===== src/common/mul_settings.svh =====
// Multiplier settings for operand width, fixed-point fraction and step size
`ifndef MUL_SETTINGS_SVH
`define MUL_SETTINGS_SVH

// Operand and result width
`define MUL_WIDTH 32

// Fraction bits of the fixed-point format
`define MUL_FRAC_BITS 8

// Radix-4 digits consumed per step, two multiplier bits each
`define MUL_DIGITS_PER_STEP 4

`endif

===== src/common/mul_ctrl_pkg.sv =====
// Control types for the multiplier sequencer state and step count
`include "mul_settings.svh"

package mul_ctrl_pkg;

    localparam int MUL_STEPS = `MUL_WIDTH / (2 * `MUL_DIGITS_PER_STEP);

    typedef enum logic [1:0] {
        ST_IDLE,
        ST_CALC,
        ST_DONE
    } mul_state_e;

    // Counts the steps and one extra for the finish cycle
    typedef logic [$clog2(MUL_STEPS + 1)-1:0] step_count_t;

endpackage


===== src/common/mul_data_pkg.sv =====
// Datapath types for the radix-4 multiplier operands, multiples and products
`include "mul_settings.svh"

package mul_data_pkg;

    typedef logic [`MUL_WIDTH-1:0] word_t;

    typedef logic [2*`MUL_WIDTH-1:0] product_t;

    // Wide enough for three times the multiplicand
    typedef logic [`MUL_WIDTH+1:0] multiple_t;

    // Multiplicand times one chunk plus the accumulator
    typedef logic [`MUL_WIDTH+2*`MUL_DIGITS_PER_STEP-1:0] partial_t;

    typedef logic [1:0] digit_t;

    // Multiplier bits of one step, shifted as a word and decoded as digits
    typedef union packed {
        logic [2*`MUL_DIGITS_PER_STEP-1:0] bits;
        digit_t [`MUL_DIGITS_PER_STEP-1:0] digits;
    } chunk_u;

endpackage


===== src/radix4_mul/radix4_multiplier.sv =====
// Radix-4 hybrid fixed-point multiplier top level
module radix4_multiplier (
    input  logic                ctl_clk,
    input  logic                reset,
    input  mul_data_pkg::word_t a,
    input  mul_data_pkg::word_t b,
    input  logic                trigger,
    output mul_data_pkg::word_t y,
    output logic                ready,
    output logic                done
);

    import mul_data_pkg::*;

    word_t     multiplicand;
    chunk_u    chunk;
    word_t     acc_high;
    multiple_t multiple_0;
    multiple_t multiple_1;
    multiple_t multiple_2;
    multiple_t multiple_3;
    partial_t  step_sum;
    product_t  product;
    logic      finish;

    mul_sequencer u_sequencer (
        .ctl_clk      (ctl_clk),
        .reset        (reset),
        .trigger      (trigger),
        .a            (a),
        .b            (b),
        .step_sum     (step_sum),
        .multiplicand (multiplicand),
        .chunk        (chunk),
        .acc_high     (acc_high),
        .product      (product),
        .finish       (finish),
        .ready        (ready)
    );

    radix4_digit_decode u_decode (
        .multiplicand (multiplicand),
        .chunk        (chunk),
        .multiple_0   (multiple_0),
        .multiple_1   (multiple_1),
        .multiple_2   (multiple_2),
        .multiple_3   (multiple_3)
    );

    radix4_partial_array u_array (
        .multiple_0 (multiple_0),
        .multiple_1 (multiple_1),
        .multiple_2 (multiple_2),
        .multiple_3 (multiple_3),
        .acc_high   (acc_high),
        .step_sum   (step_sum)
    );

    mul_result u_result (
        .ctl_clk (ctl_clk),
        .reset   (reset),
        .finish  (finish),
        .product (product),
        .y       (y),
        .done    (done)
    );

endmodule


===== src/radix4_mul/mul_result.sv =====
// Result register holding the fixed-point product slice and the done pulse
`include "mul_settings.svh"

module mul_result (
    input  logic                   ctl_clk,
    input  logic                   reset,
    input  logic                   finish,
    input  mul_data_pkg::product_t product,
    output mul_data_pkg::word_t    y,
    output logic                   done
);

    always_ff @(posedge ctl_clk) begin
        if (!reset) begin
            y    <= '0;
            done <= 1'b0;
        end else begin
            // finish lasts one cycle, so done does too
            done <= finish;
            if (finish) begin
                y <= product[`MUL_FRAC_BITS +: `MUL_WIDTH];
            end
        end
    end

endmodule


===== src/radix4_mul/mul_sequencer.sv =====
// Multiplier sequencer with FSM, step counter, operand and product registers
`include "mul_settings.svh"

module mul_sequencer (
    input  logic                   ctl_clk,
    input  logic                   reset,
    input  logic                   trigger,
    input  mul_data_pkg::word_t    a,
    input  mul_data_pkg::word_t    b,
    input  mul_data_pkg::partial_t step_sum,
    output mul_data_pkg::word_t    multiplicand,
    output mul_data_pkg::chunk_u   chunk,
    output mul_data_pkg::word_t    acc_high,
    output mul_data_pkg::product_t product,
    output logic                   finish,
    output logic                   ready
);

    import mul_data_pkg::*;
    import mul_ctrl_pkg::*;

    localparam int CHUNK_BITS = 2 * `MUL_DIGITS_PER_STEP;

    mul_state_e  state;
    mul_state_e  state_next;
    step_count_t step_count;
    word_t       multiplier;
    logic        start;
    logic        step;

    assign start      = trigger && ready;
    assign finish     = (state == ST_CALC) && (step_count == step_count_t'(MUL_STEPS));
    assign step       = (state == ST_CALC) && !finish;
    assign chunk.bits = multiplier[CHUNK_BITS-1:0];
    assign acc_high   = product[2*`MUL_WIDTH-1:`MUL_WIDTH];

    always_comb begin
        state_next = state;
        case (state)
            ST_CALC: begin
                if (finish) begin
                    state_next = ST_DONE;
                end
            end
            default: begin
                if (start) begin
                    state_next = ST_CALC;
                end else begin
                    state_next = ST_IDLE;
                end
            end
        endcase
    end

    always_ff @(posedge ctl_clk) begin
        if (!reset) begin
            state      <= ST_IDLE;
            ready      <= 1'b0;
            step_count <= '0;
        end else begin
            state <= state_next;
            ready <= (state_next != ST_CALC);
            if (start) begin
                step_count <= '0;
            end else if (step) begin
                step_count <= step_count + step_count_t'(1);
            end
        end
    end

    // Step sum lands on top, lower product bits shift down one chunk
    always_ff @(posedge ctl_clk) begin
        if (start) begin
            multiplicand <= a;
            multiplier   <= b;
            product      <= '0;
        end else if (step) begin
            multiplier <= multiplier >> CHUNK_BITS;
            product    <= {step_sum, product[`MUL_WIDTH-1:CHUNK_BITS]};
        end
    end

endmodule


===== src/radix4_mul/radix4_partial_array.sv =====
// Four-row adder array summing digit multiples and adding the accumulator
module radix4_partial_array (
    input  mul_data_pkg::multiple_t multiple_0,
    input  mul_data_pkg::multiple_t multiple_1,
    input  mul_data_pkg::multiple_t multiple_2,
    input  mul_data_pkg::multiple_t multiple_3,
    input  mul_data_pkg::word_t     acc_high,
    output mul_data_pkg::partial_t  step_sum
);

    import mul_data_pkg::*;

    localparam int M = $bits(multiple_t);
    localparam int P = $bits(partial_t);

    logic [M:0] row_0;
    logic [M:0] row_1;
    logic [M:0] row_2;
    logic [M:0] row_3;
    partial_t   chunk_product;
    logic [P:0] acc_sum;

    assign row_0 = {1'b0, multiple_0};

    // Each row adds the next digit multiple two bits higher
    cla_adder #(.WIDTH(M)) u_row_1 (
        .a   (multiple_1),
        .b   ({1'b0, row_0[M:2]}),
        .sum (row_1)
    );

    cla_adder #(.WIDTH(M)) u_row_2 (
        .a   (multiple_2),
        .b   ({1'b0, row_1[M:2]}),
        .sum (row_2)
    );

    cla_adder #(.WIDTH(M)) u_row_3 (
        .a   (multiple_3),
        .b   ({1'b0, row_2[M:2]}),
        .sum (row_3)
    );

    // Multiplicand times an 8-bit chunk fits in partial_t, top row bit stays zero
    assign chunk_product = {row_3[M-1:2], row_3[1:0], row_2[1:0], row_1[1:0], row_0[1:0]};

    cla_adder #(.WIDTH(P)) u_accumulate (
        .a   (chunk_product),
        .b   (partial_t'(acc_high)),
        .sum (acc_sum)
    );

    assign step_sum = acc_sum[P-1:0];

endmodule


===== src/radix4_mul/radix4_digit_decode.sv =====
// Radix-4 digit decoder selecting zero, x1, x2 or x3 of the multiplicand per digit
module radix4_digit_decode (
    input  mul_data_pkg::word_t     multiplicand,
    input  mul_data_pkg::chunk_u    chunk,
    output mul_data_pkg::multiple_t multiple_0,
    output mul_data_pkg::multiple_t multiple_1,
    output mul_data_pkg::multiple_t multiple_2,
    output mul_data_pkg::multiple_t multiple_3
);

    import mul_data_pkg::*;

    localparam int W = $bits(word_t);

    logic [W:0] times_2;
    multiple_t  times_3;
    multiple_t  selected [4];

    assign times_2 = {multiplicand, 1'b0};

    // x3 is the only multiple that needs an adder
    cla_adder #(
        .WIDTH (W + 1)
    ) u_times_3 (
        .a   ({1'b0, multiplicand}),
        .b   (times_2),
        .sum (times_3)
    );

    always_comb begin
        for (int i = 0; i < $size(selected); i++) begin
            case (chunk.digits[i])
                2'd0:    selected[i] = '0;
                2'd1:    selected[i] = multiple_t'(multiplicand);
                2'd2:    selected[i] = multiple_t'(times_2);
                default: selected[i] = times_3;
            endcase
        end
    end

    assign multiple_0 = selected[0];
    assign multiple_1 = selected[1];
    assign multiple_2 = selected[2];
    assign multiple_3 = selected[3];

endmodule


===== src/design/cla_adder.sv =====
// Carry-lookahead adder of 4-bit lookahead groups with a ripple carry tail
module cla_adder #(
    parameter int WIDTH = 32
) (
    input  logic [WIDTH-1:0] a,
    input  logic [WIDTH-1:0] b,
    output logic [WIDTH:0]   sum
);

    localparam int GROUPS = WIDTH / 4;

    logic [WIDTH-1:0] p;
    logic [WIDTH-1:0] g;
    logic [WIDTH:0]   c;

    assign p    = a ^ b;
    assign g    = a & b;
    assign c[0] = 1'b0;

    // Group carries come from the group carry-in only
    for (genvar grp = 0; grp < GROUPS; grp++) begin : gen_group
        localparam int BASE = grp * 4;

        assign c[BASE+1] = g[BASE]
                         | (p[BASE] & c[BASE]);
        assign c[BASE+2] = g[BASE+1]
                         | (p[BASE+1] & g[BASE])
                         | (p[BASE+1] & p[BASE] & c[BASE]);
        assign c[BASE+3] = g[BASE+2]
                         | (p[BASE+2] & g[BASE+1])
                         | (p[BASE+2] & p[BASE+1] & g[BASE])
                         | (p[BASE+2] & p[BASE+1] & p[BASE] & c[BASE]);
        assign c[BASE+4] = g[BASE+3]
                         | (p[BASE+3] & g[BASE+2])
                         | (p[BASE+3] & p[BASE+2] & g[BASE+1])
                         | (p[BASE+3] & p[BASE+2] & p[BASE+1] & g[BASE])
                         | (p[BASE+3] & p[BASE+2] & p[BASE+1] & p[BASE] & c[BASE]);
    end

    // Full-adder cells for bits past the last whole group
    for (genvar i = GROUPS * 4; i < WIDTH; i++) begin : gen_tail
        assign c[i+1] = g[i] | (p[i] & c[i]);
    end

    assign sum = {c[WIDTH], p ^ c[WIDTH-1:0]};

endmodule


===== config.mk =====
export PLATFORM = sky130hd
export DESIGN_NAME = radix4_multiplier
export DESIGN_NICKNAME = d
export VERILOG_FILES = /design/src/common/mul_ctrl_pkg.sv /design/src/common/mul_data_pkg.sv /design/src/radix4_mul/radix4_multiplier.sv /design/src/radix4_mul/mul_result.sv /design/src/radix4_mul/mul_sequencer.sv /design/src/radix4_mul/radix4_partial_array.sv /design/src/radix4_mul/radix4_digit_decode.sv /design/src/design/cla_adder.sv
export VERILOG_INCLUDE_DIRS = /design/src /design/src/common
export SDC_FILE = /design/constraint.sdc
export NUM_CORES = 1
export LEC_CHECK = 0
export ABC_AREA = 1
export BUFFER_PORTS_ARGS = -buffer_cell sky130_fd_sc_hd__buf_2
export CAP_MARGIN = 5
export CORE_MARGIN = 5
export CORE_UTILIZATION = 48
export DETAILED_ROUTE_END_ITERATION = 12
export GPL_TIMING_DRIVEN = 1
export PLACE_DENSITY = 0.65
export SYNTH_ARGS = -nofsm -noshare
export SYNTH_HDL_FRONTEND = slang
export SYNTH_HIERARCHICAL = 1
export SYNTH_SLANG_ARGS = --single-unit

===== constraint.sdc =====
create_clock -name ctl_clk -period 11.9 [get_ports ctl_clk]
set_clock_uncertainty 0.15 [all_clocks]
set_input_delay 0.595 -clock ctl_clk [delete_from_list [all_inputs] [get_ports ctl_clk]]
set_output_delay 0.595 -clock ctl_clk [all_outputs]
set_load 0.01 [all_outputs]

# After elaboration in Yosys (flattened, before gate mapping)
# Cells that the tools add are included.
[op_classes]
n_addsub = 1
eq_ne = 11
mux = 9
n_bitwise = 1054
reduce_logical = 10
[ops]
columns = ["operator", "n"]
rows = [
  ["1-bit AND", 636],
  ["34-bit case mux with 3 select lines", 4],
  ["1-bit OR", 402],
  ["34-bit bitwise XOR", 3],
  ["34-bit by 33-bit bitwise XOR with 34-bit output", 2],
  ["32-bit 2-to-1 mux", 2],
  ["40-bit by 32-bit bitwise XOR with 40-bit output", 1],
  ["40-bit bitwise XOR", 1],
  ["39-bit by 32-bit AND with 39-bit output", 1],
  ["34-bit by 32-bit AND with 34-bit output", 1],
  ["34-bit by 33-bit AND with 34-bit output", 1],
  ["34-bit by 32-bit bitwise XOR with 34-bit output", 1],
  ["32-bit by 33-bit AND with 33-bit output", 1],
  ["33-bit AND", 1],
  ["32-bit by 33-bit bitwise XOR with 33-bit output", 1],
  ["33-bit bitwise XOR", 1],
  ["2-bit by 1-bit equality test with 1-bit output (second input constant)", 5],
  ["2-bit equality test (second input constant)", 4],
  ["2-bit zero test", 4],
  ["2-bit 2-to-1 mux", 2],
  ["3-bit by 1-bit adder with 3-bit output (second input constant)", 1],
  ["3-bit equality test (second input constant)", 1],
  ["1-bit logical AND", 3],
  ["2-bit by 1-bit != test with 1-bit output (second input constant)", 1],
  ["other kinds (5)", 5],
]
[word_totals]
ff_bits = 167
input_bits = 67
out_inout_bits = 34
elab_cells = 1093

# Depth between registers and ports, before layout
# Gate-level depths: netlist of run 1.
[logic_depth]
depth_word = 114
depth_mapped = 58
depth_no_buf = 58

# Modules after synthesis
# The synthesis of run 1 kept the hierarchy.
[modules_own_cells]
columns = ["module", "n_inst", "cells_each", "area_per_inst_um2", "seq_area_each_um2"]
rows = [
  ["mul_sequencer", 1, 517, 5074.9, 3323.2],
  ["radix4_digit_decode", 1, 654, 3502.1, 0.0],
  ["cla_adder (u_array.u_row_2 ...)", 2, 182, 1396.3, 0.0],
  ["cla_adder (u_array.u_accumulate)", 1, 217, 1657.8, 0.0],
  ["cla_adder (u_array.u_row_1)", 1, 184, 1406.3, 0.0],
  ["cla_adder (u_decode.u_times_3)", 1, 184, 1392.6, 0.0],
  ["mul_result", 1, 206, 1361.3, 660.6],
  ["radix4_partial_array", 1, 1, 3.8, 0.0],
]

# Worst setup path before layout of run 1
# Ideal clock, no wire load.
[synth_path]
kind = "reg-to-reg"
start = "register u_sequencer.multiplicand[3]"
end = "register u_sequencer.product[61]"
setup_ns = 0.113
arrival_time_ns = 8.173
t_required_ns = 11.637
slack_ns = 3.463
path_stages_with_launch = 50
path_buffers = 0
period_less_slack_ns = 8.437
path_cell_list = "edfxtp_1 > ha_1 > or2_0 > nand2_1 > nand2_2 > nand2_2 > nand2_4 > nand2_4 > nand2_4 > nand2_4 > nand2_4 > fa_1 > xor2_1 > nand3_1 > nand3_1 > ha_1 > a21oi_1 > nand2_1 > [... 14 more ...] > a41oi_1 > nand2_4 > nand2_4 > nand2_4 > nand2_4 > nand2_4 > fa_1 > ha_1 > inv_1 > o21ai_0 > a21oi_1 > nand2_4 > nand2_4 > nand2_4 > fa_1 > xor2_1 > o21ai_1 > nor2_1"
[synth_between]
word_cells_on_any_way = 778
classes_between = "4 x mux; 774 x bitwise"
[synth_lines]
columns = ["element", "line", "source"]
rows = [
  ["start, declared", "mul_sequencer.sv:11", "output mul_data_pkg::word_t multiplicand,"],
  ["start signal, assigned", "mul_sequencer.sv:74", "multiplicand <= a;"],
  ["32-bit by 33-bit bitwise XOR with 33-bit output", "cla_adder.sv:16", "assign p = a ^ b;"],
  ["1-bit AND (on tied branches)", "n/a", ""],
  ["1-bit OR, or another cell as far along", "cla_adder.sv:34", "| (p[BASE+3] & g[BASE+2])"],
  ["1-bit OR / 1-bit AND (equally long branches)", "cla_adder.sv:35, cla_adder.sv:36", ""],
  ["1-bit OR", "cla_adder.sv:36", "| (p[BASE+3] & p[BASE+2] & p[BASE+1] & g[BASE])"],
  ["1-bit AND", "cla_adder.sv:37", "| (p[BASE+3] & p[BASE+2] & p[BASE+1] & p[BASE] & c[BASE]);"],
  ["1-bit OR (*)", "cla_adder.sv:37", ""],
  ["1-bit AND (*)", "cla_adder.sv:37", ""],
  ["[... 6 more ...]", "n/a", ""],
  ["via u_decode.times_3[17]", "radix4_digit_decode.sv:16", "multiple_t times_3;"],
  ["[... 1 more ...]", "n/a", ""],
  ["via multiple_0[17]", "radix4_multiplier.sv:18", "multiple_t multiple_0;"],
  ["[... 9 more ...]", "n/a", ""],
  ["via u_array.row_1[17]", "radix4_partial_array.sv:17", "logic [M:0] row_1;"],
  ["[... 9 more ...]", "n/a", ""],
  ["via u_array.row_2[17]", "radix4_partial_array.sv:18", "logic [M:0] row_2;"],
  ["[... 11 more ...]", "n/a", ""],
  ["via u_array.row_3[24]", "radix4_partial_array.sv:19", "logic [M:0] row_3;"],
  ["[... 4 more ...]", "n/a", ""],
  ["1-bit OR / 1-bit AND (equally long branches)", "cla_adder.sv:36, cla_adder.sv:37", ""],
  ["1-bit OR (*)", "cla_adder.sv:37", ""],
  ["1-bit AND (*)", "cla_adder.sv:37", ""],
  ["1-bit OR (*)", "cla_adder.sv:37", ""],
  ["1-bit AND (*)", "cla_adder.sv:25", "| (p[BASE] & c[BASE]);"],
  ["1-bit OR (*)", "cla_adder.sv:25", ""],
  ["40-bit bitwise XOR (*)", "cla_adder.sv:45", "assign sum = {c[WIDTH], p ^ c[WIDTH-1:0]};"],
  ["via step_sum[37]", "radix4_multiplier.sv:22", "partial_t step_sum;"],
  ["end signal, assigned", "mul_sequencer.sv:79", "product <= {step_sum, product[`MUL_WIDTH-1:CHUNK_BITS]};"],
  ["end, declared", "mul_sequencer.sv:14", "output mul_data_pkg::product_t product,"],
]
# Mark *: on every way through the listed nets, which the timed path passes. The rest lies on a longest branch.
# A chain may end at the register's enable or synchronous reset.

# Worst setup path after layout of run 1
# Ends and elaborated chain as after synthesis.

==> results of run 1 <==
## registers in the layout, indices dropped and copies added, names as in the netlist
register                  count
u_sequencer/state             2
u_sequencer/ready             1
u_result/y                   32
u_sequencer/product          56
u_sequencer/multiplier       32
u_result/done                 1
u_sequencer/step_count        3
u_sequencer/multiplicand     32
## final timing paths
| path | endpoint | from | slack (ns) |
|---|---|---|---|
| worst max-delay path | u_sequencer/product[61] | u_sequencer/multiplicand[3] | 2.66 |
| worst min-delay path | u_sequencer/multiplicand[13] | a[13] | 0.17 |
| worst max register to register | u_sequencer/product[61] | u_sequencer/multiplicand[3] | 2.66 |
| worst min register to register | u_result/y[7] | u_result/y[7] | 0.32 |
## area by class of cell
| type | count | area, um^2 |
|---|---|---|
| Inverter | 156 | 586 |
| Clock inverter | 14 | 146 |
| Multi-Input combinational cell | 1799 | 11200 |
| Tap cell | 455 | 569 |
| Clock buffer | 18 | 429 |
| Timing Repair Buffer | 121 | 658 |
| Fill cell | 3454 | 17100 |
| Sequential cell | 159 | 3820 |
## power groups by stage
stage	clock network, mW	logic (mW)	registers, mW
floorplan	0	3.31	0.731
global placement	0	3.88	0.766
detailed placement	0	3.97	0.770
CTS	0.575	4.00	0.758
global route	0.598	4.51	0.772
finish	0.559	3.98	0.757
## per-stage QoR
step,power (mW),area [um^2],setup WS (ns)
2_1_floorplan,4.04,16800,3.46
3_3_place_gp,4.65,16800,2.86
3_5_place_dp,4.74,16800,2.68
4_1_cts,5.33,17400,2.67
5_1_grt,5.88,17400,2.03
6_report,5.30,17400,2.66
## routing by layer
| layer | vias to the layer above | wire [um] | global-route usage, % |
|---|---|---|---|
| li1 | 7537 | - | - |
| met1 | 7113 | 17700 | 26.7 |
| met2 | 433 | 20600 | 37.8 |
| met3 | 81 | 2540 | 4.27 |
| met4 | 0 | 856 | 6.52 |
| met5 | - | 0 | 0 |
## critical path: cells and delay by family, from the launching register on
family	cells	cell delay, ns
simple gates	25	2.11
buf+inv	1	0.07
xor+xnor	4	0.81
fa+ha+maj	10	3.72
compound gates	9	1.70
flops	1	0.56
==> flow_summary.yaml, run 1 <==
placement:
  place_congestion: 0.833
  dp_hpwl_mm: 29.5
  placed_cells: 2690
  portBuffers: 100
cts:
  clk_latency_ns: 0.45
  clock_sinks: 159
  ctsRootBufferMaster: "clkbuf_16"
  path_clk_slew_ns: 0.07
  cts_tree: "yes"
  numCtsBuffers: 17
  cts_buffer_depth: 2
  cts_hold_buf: 0
  cts_setup_buffers: 0
  htreeDepth: 4
  cts_resized: 0
critical_path:
  cp_max_fo: 11
  cp_slowest_cell: "edfxtp_1"
  cp.required_ns: 12.08
  max_stage_delay_ns: 0.56
  startpoint_type: "flop"
  criticalPathCategory: "reg2reg"
  crit_top_cell: "nand2_4"
  r2r_cells: 49
  arrival_ns: 9.42
  crit_path_end_kind: "flop"
power:
  power.internal_mw: 2.58
  seqPwrFrac_pct: 14.3
  power.density_mw_per_mm2: 304
  sw_frac_of_total_pct: 51.2
  ir_worst_vdd_uv: 227
  power_switching_mw: 2.71
  p_leak_nw: 8.64
  power_frac_clock_pct: 10.6
  combPwrFrac_pct: 75.1
worst_hold_path:
  whs_path_depth: 1
  hold_path_class: "in2reg"
outcome:
  outcome: "completed"
layout:
  nNetsFinal: 2540
  utilization_pct: 50.5
  mostFrequentLayoutCell: "nand3_1"
  fin_cells: 2722
  syn2layout_area_growth_pct: 4.00
  antenna_cells: 0
  layout-drive-gt1-share_pct: 10.9
  final_cell_mix: "nand3_1, nand2_1, nor2_1, ha_1, inv_1"
detailed_routing:
  wirelength_mm: 41.6
  wire_per_inst_um: 15.3
  detail-route-antenna-nets: 0
  drc_errors: 0
  firstDrtPassIters: 8
  vias_per_cell: 5.57
  initialDrtViolationCount: 988
  num_vias: 15200
die:
  die_w_um: 197
  start_util_pct: 48.5
  dieArea_mm2: 0.0387
  core_mm2: 0.0345
  row_count: 68
  die_y_um: 197
  num_io_pins: 101
flow_run:
  cap_violations: 0
grt:
  grt_pass1_wl_mm: 69.7
  grt_pass1_vias: 14500
  grt_max_degree: 93
  antenna_found_initial: 0
  overflow: 0
  grt_use_total_pct: 21.5
timing:
  tightest_slew_ns: 0.969
  holdWs_ns: 0.174
  tns_ns: 0
  fmax_ghz: 0.108
  final-setup-viol-count: 0
  max_slew_margin_pct: 35.3
  period_minus_slack_ns: 9.24
  hold_violations: 0
  grt_setup_unrepaired: "false"
  drv_slew: 0
  min_period_over_period_pct: 77.6
synth:
  yosys_warnings: 6
  netlist_area_mm2: 0.0167
  synthCells: 2265
  syn_area_per_cell_um2: 7.39
(Power assumes the default switching activity.)
==> run 2, diff against run 1 <==
clock period = 8.5 ns   (was 11.9 ns; I/O delays follow)
==> run 2 against run 1 <==
  * Hold slack worse by 0.14 ns
  * Cell area up 12%
  * Via count up 3.4%
  * Setup slack worse by 2.5 ns
  * Maximum frequency up 11%
  * Clock-buffer cell count down 1
  * First-iteration DRC count up 21%
  * Combinational power up 77%
  * Die area unchanged
  * Sequential cell count unchanged
  * Clock power up 47%
  * Critical path type unchanged
  * Critical endpoint is now u_sequencer/product[60]
==> flow_summary.yaml, run 2 (synthesized netlist as in run 1, its figures left out) <==
outcome:
  outcome: "completed"
layout:
  fin_cells: 2856
  utilization_pct: 56.5
  regMostFlops: "u_sequencer/product"
  final_cell_mix: "nand3_1, nand2_1, nor2_1, ha_1, inv_1"
  mostFrequentLayoutCell: "nand3_1"
  regArea_mm2: 0.00382
  nNetsFinal: 2674
  fillers: 3287
  antenna_cells: 0
  layout-drive-gt1-share_pct: 21.7
  multiInputGateArea_mm2: 0.0121
  syn2layout_area_growth_pct: 16.3
  largest_reg_flops: 56
detailed_routing:
  num_vias: 15700
  detail-route-antenna-nets: 0
  drc_errors: 0
  firstDrtPassIters: 5
  wire_per_inst_um: 15.3
  wirelength_mm: 43.8
  initialDrtViolationCount: 1198
  vias_per_cell: 5.49
power:
  power.internal_mw: 4.47
  ir_worst_vdd_uv: 408
  power.density_mw_per_mm2: 457
  seqPwrFrac_pct: 11.8
  power_switching_mw: 4.43
  sw_frac_of_total_pct: 49.8
  power_frac_clock_pct: 9.3
  combPwrFrac_pct: 78.9
  p_leak_nw: 9.39
critical_path:
  cp.required_ns: 8.74
  arrival_ns: 8.58
  worstSetupEndpoint: "u_sequencer/product[60]"
  max_stage_delay_ns: 0.56
  crit_path_end_kind: "flop"
  cp_slowest_cell: "fa_2"
  startpoint_type: "flop"
  crit_start: "u_sequencer/multiplicand[2]"
  criticalPathCategory: "reg2reg"
  regToRegEndpoint: "u_sequencer/product[60]"
  cp_max_fo: 4
  r2r_cells: 48
  reg2reg_from: "u_sequencer/multiplicand[2]"
  r2r_slack_ns: 0.15
  crit_top_cell: "nand2_4"
placement:
  place_congestion: 0.848
  portBuffers: 100
  dp_slack_ns: -0.0783
  placed_cells: 2760
  dp_hpwl_mm: 30.2
grt:
  grt.met1_usage_pct: 25.8
  grt_pass1_vias: 14900
  met2_usage_pct: 39.3
  busiest_layer: "met2"
  grt_use_met3_pct: 3.09
  grt_pass1_wl_mm: 69.9
  antenna_found_initial: 1
  grt_use_total_pct: 21.4
  overflow: 0
  grt_max_degree: 93
timing:
  tns_ns: 0
  min_period_over_period_pct: 98.2
  holdWs_ns: 0.0310
  period_minus_slack_ns: 8.35
  hold_violations: 0
  tightest_slew_ns: 1.16
  grt_setup_unrepaired: "true"
  worst_slack_ns: 0.153
  fmax_ghz: 0.120
  max_slew_margin_pct: 22.7
  drv_slew: 0
  final-setup-viol-count: 0
flow_run:
  cap_violations: 0
die:
  core_mm2: 0.0345
  dieArea_mm2: 0.0387
  row_count: 68
  die_y_um: 197
  start_util_pct: 48.5
  num_io_pins: 101
  die_w_um: 197
cts:
  clock_sinks: 159
  numCtsBuffers: 17
  clk_latency_ns: 0.46
  cts_buffer_depth: 2
  path_clk_slew_ns: 0.08
  cts_tree: "yes"
  ctsRootBufferMaster: "clkbuf_16"
  htreeDepth: 4
worst_hold_path:
  hold_path_class: "in2reg"
  whs_path_depth: 1
## run 2: per-layer routing
layer | wire length, um | part of all wire, %
met5 | 0 | 0
met4 | 1040 | 2.4
met3 | 1860 | 4.3
met2 | 22500 | 51
met1 | 18300 | 42
## run 2: cell type report
class	count	share of cell area, %
clock buffers	17	2.19
flip-flops and latches	159	19.6
well taps	455	2.93
clock inverters	15	1.04
inverters	156	3.05
multi-input cells	1799	62.1
repair buffers	255	9.07
## run 2: worst max-delay path, delay by kind of cell, from the launching register on
kind	cells	cell delay (ns)
and+or+nand+nor	25	2.13
xor gates and xnor gates	3	0.54
AOI/OAI and AO/OA	9	1.39
adders and majority gates	10	3.53
buffers and inverters	1	0.07
DFF	1	0.43
## run 2: worst min path at each step
stage,from,end
global route,a[4],u_sequencer/multiplicand[4]
floorplan,u_sequencer/product[10],u_sequencer/product[10]
detailed placement,u_result/y[1],u_result/y[1]
global placement,u_result/y[30],u_result/y[30]
CTS,a[4],u_sequencer/multiplicand[4]
finish,a[4],u_sequencer/multiplicand[4]
## run 2: power by group through the flow
stage               combinational (mW)  clock (mW)  sequential, mW
finish                            7.03       0.823            1.05
global route                      7.84       0.879            1.07
CTS                               6.02       0.848            1.05
detailed placement                5.94           0            1.07
global placement                  5.79           0            1.06
floorplan                         4.63           0            1.02
## run 2: what timing repair did
action                     4_1_cts  5_1_grt
hold buffers                    31        0
buffers inserted                 0       33
setup endpoints to repair        5       21
cloned                           0        0
hold endpoints to repair        31        0
pin swaps                        1      120
resized for setup                6      191
## run 2: stage by stage
step	instance area (um^2)	power [mW]
floorplan	16800	5.65
global placement	17400	6.85
detailed placement	17400	7.01
CTS	18300	7.91
global route	19500	9.78
finish	19500	8.90
==> run 3, diff against run 2 <==
CORE_ASPECT_RATIO = 0.9   (was default)
PLACE_DENSITY = 0.68   (was 0.65)
clock period = 7 ns   (was 8.5 ns; I/O delays follow)
==> run 3 against run 2 <==
  * The flow now finishes with violations (negative setup slack)
  * Die area barely moved
  * Routed wire length rose by 2.1%
  * Critical path depth rose by 1
  * Critical endpoint is now u_sequencer/product[61]
  * Cell area rose by 10%
  * Sequential share of layout area fell by 1.8 points
  * Register-to-register slack got worse by 1.3 ns
  * Via count rose by 6.0%
==> flow_summary.yaml, run 3 (synthesized netlist as in run 1, its figures left out) <==
layout:
  final_area_mm2: 0.0215
  regMostFlops: "u_sequencer/product"
  layout-drive-gt1-share_pct: 28.0
  antenna_cells: 0
  syn2layout_area_growth_pct: 28.2
  mostFrequentLayoutCell: "nand3_1"
  nNetsFinal: 2948
  largest_reg_flops: 56
  final_cell_mix: "nand3_1, buf_4, nand2_1, nor2_1, ha_1"
placement:
  dpl-instance-area_mm2: 0.0198
  place_congestion: 0.848
  dp_slack_ns: -1.30
  dp_hpwl_mm: 33.3
  portBuffers: 100
power:
  p_leak_nw: 10.7
  ir_worst_vdd_uv: 456
  power.density_mw_per_mm2: 594
flow_run:
  cap_violations: 0
grt:
  antenna_found_initial: 0
  grt_pass1_vias: 16500
  grt_pass1_wl_mm: 76.3
  grt_max_degree: 93
  overflow: 0
  grt_use_total_pct: 23.3
critical_path:
  reg2reg_from: "u_sequencer/multiplicand[2]"
  cp.required_ns: 7.20
  r2r_cells: 49
  cp_slowest_cell: "fa_2"
  crit_top_cell: "nand2_4"
  cp_max_fo: 4
  r2r_slack_ns: -1.12
  max_stage_delay_ns: 0.57
  startpoint_type: "flop"
  worstSetupEndpoint: "u_sequencer/product[61]"
  crit_path_end_kind: "flop"
  cp.depth: 49
  criticalPathCategory: "reg2reg"
  regToRegEndpoint: "u_sequencer/product[61]"
  arrival_ns: 8.32
  crit_start: "u_sequencer/multiplicand[2]"
  cp_top_family: "adder cells"
  worstPathBufferInverterCount: 2
cts:
  cts_buffer_depth: 2
  clock_sinks: 159
  numCtsBuffers: 17
  ctsRootBufferMaster: "clkbuf_16"
  htreeDepth: 4
  cts_tree: "yes"
  clk_latency_ns: 0.46
  path_clk_slew_ns: 0.07
detailed_routing:
  firstDrtPassIters: 6
  detail-route-antenna-nets: 0
  num_vias: 16600
  wire_per_inst_um: 14.3
  initialDrtViolationCount: 1035
  vias_per_cell: 5.30
  drc_errors: 0
  wirelength_mm: 44.7
timing:
  worst_slack_ns: -1.12
  hold_violations: 0
  tightest_slew_ns: 0.984
  fmax_ghz: 0.123
  grt_setup_unrepaired: "true"
  final-setup-viol-count: 28
  drv_slew: 0
  period_minus_slack_ns: 8.12
  min_period_over_period_pct: 116
  max_slew_margin_pct: 34.3
outcome:
  outcome: "finished with violations"
  violations: "negative setup slack"
die:
  die_y_um: 187
  core_mm2: 0.0342
  row_count: 64
  start_util_pct: 48.9
  num_io_pins: 101
  die_w_um: 207
  dieArea_mm2: 0.0387
worst_hold_path:
  hold_path_class: "in2reg"
run 3: cell count changes in the layout (fill, tap and decap cells not counted), moves of 7 or more:
cell / change
dlygate4sd3_1: +15
nand3_1: +10
buf_4: +248
nand3_2: -10
nor2_1: +7
run 3: metal layers:
layer  part of all wire [%]  track usage [%]  vias up
met5                      0                0        -
met2                     52             42.1      413
met3                    4.4             3.94       92
met4                    2.4             7.09        0
met1                     42             28.2     7782
li1                       -                -     8328
run 3: layout make-up:
class                      instances  area, um^2
multi-input combinational       1799       11900
clock inverter                    13         170
clock buffer                      18         450
fill                            3020       12700
tap                              462         578
inverter                         156         588
sequential                       159        3820
timing repair buffer             529        3950
run 3: worst min path at each step:
stage	start	cells after the start	end
after floorplan	a[0]	0	u_sequencer/multiplicand[0]
after global routing	b[23]	3	u_sequencer/multiplier[23]
final	b[11]	3	u_sequencer/multiplier[11]
after detailed placement	u_result/y[7]	2	u_result/y[7]
after global placement	u_result/y[27]	2	u_result/y[27]
after CTS	b[11]	3	u_sequencer/multiplier[11]
run 3: power by group:
group / switching [mW] / internal, mW
clock: 0.446 / 0.561
sequential: 0.133 / 1.14
combinational: 5.17 / 5.28
run 3: through the flow:
stage | instances | total power, mW | utilization (%) | hold slack (ns) | TNS, ns
after CTS | 3128 | 12.0 | 61.7 | 0.000511 | -22.99
after detailed placement | 3046 | 10.7 | 58.0 | 0.309 | -24.43
after global routing | 3136 | 14.0 | 62.7 | 0.00598 | -32.49
final | 3136 | 12.7 | 62.7 | 0.0208 | -20.40
after global placement | 3046 | 10.3 | 58.0 | 0.302 | -19.62
after floorplan | 2279 | 7.26 | - | 0.299 | -10.63
run 3: worst register-to-register path, delay by kind of cell, from the launching register on:
kind,cells,cell delay [ns]
AOI/OAI and AO/OA,6,0.86
xor gates and xnor gates,4,0.66
and+or+nand+nor,27,2.32
buffers and inverters,2,0.19
adders and majority gates,10,3.35
DFF,1,0.49
run 3: what timing repair did:
item / in CTS / in global routing
pin swaps: 46 / 61
hold buffers: 46 / 0
hold endpoints to repair: 46 / 0
setup endpoints to repair: 28 / 28
setup buffers: 5 / 8
gates resized for setup: 32 / 67
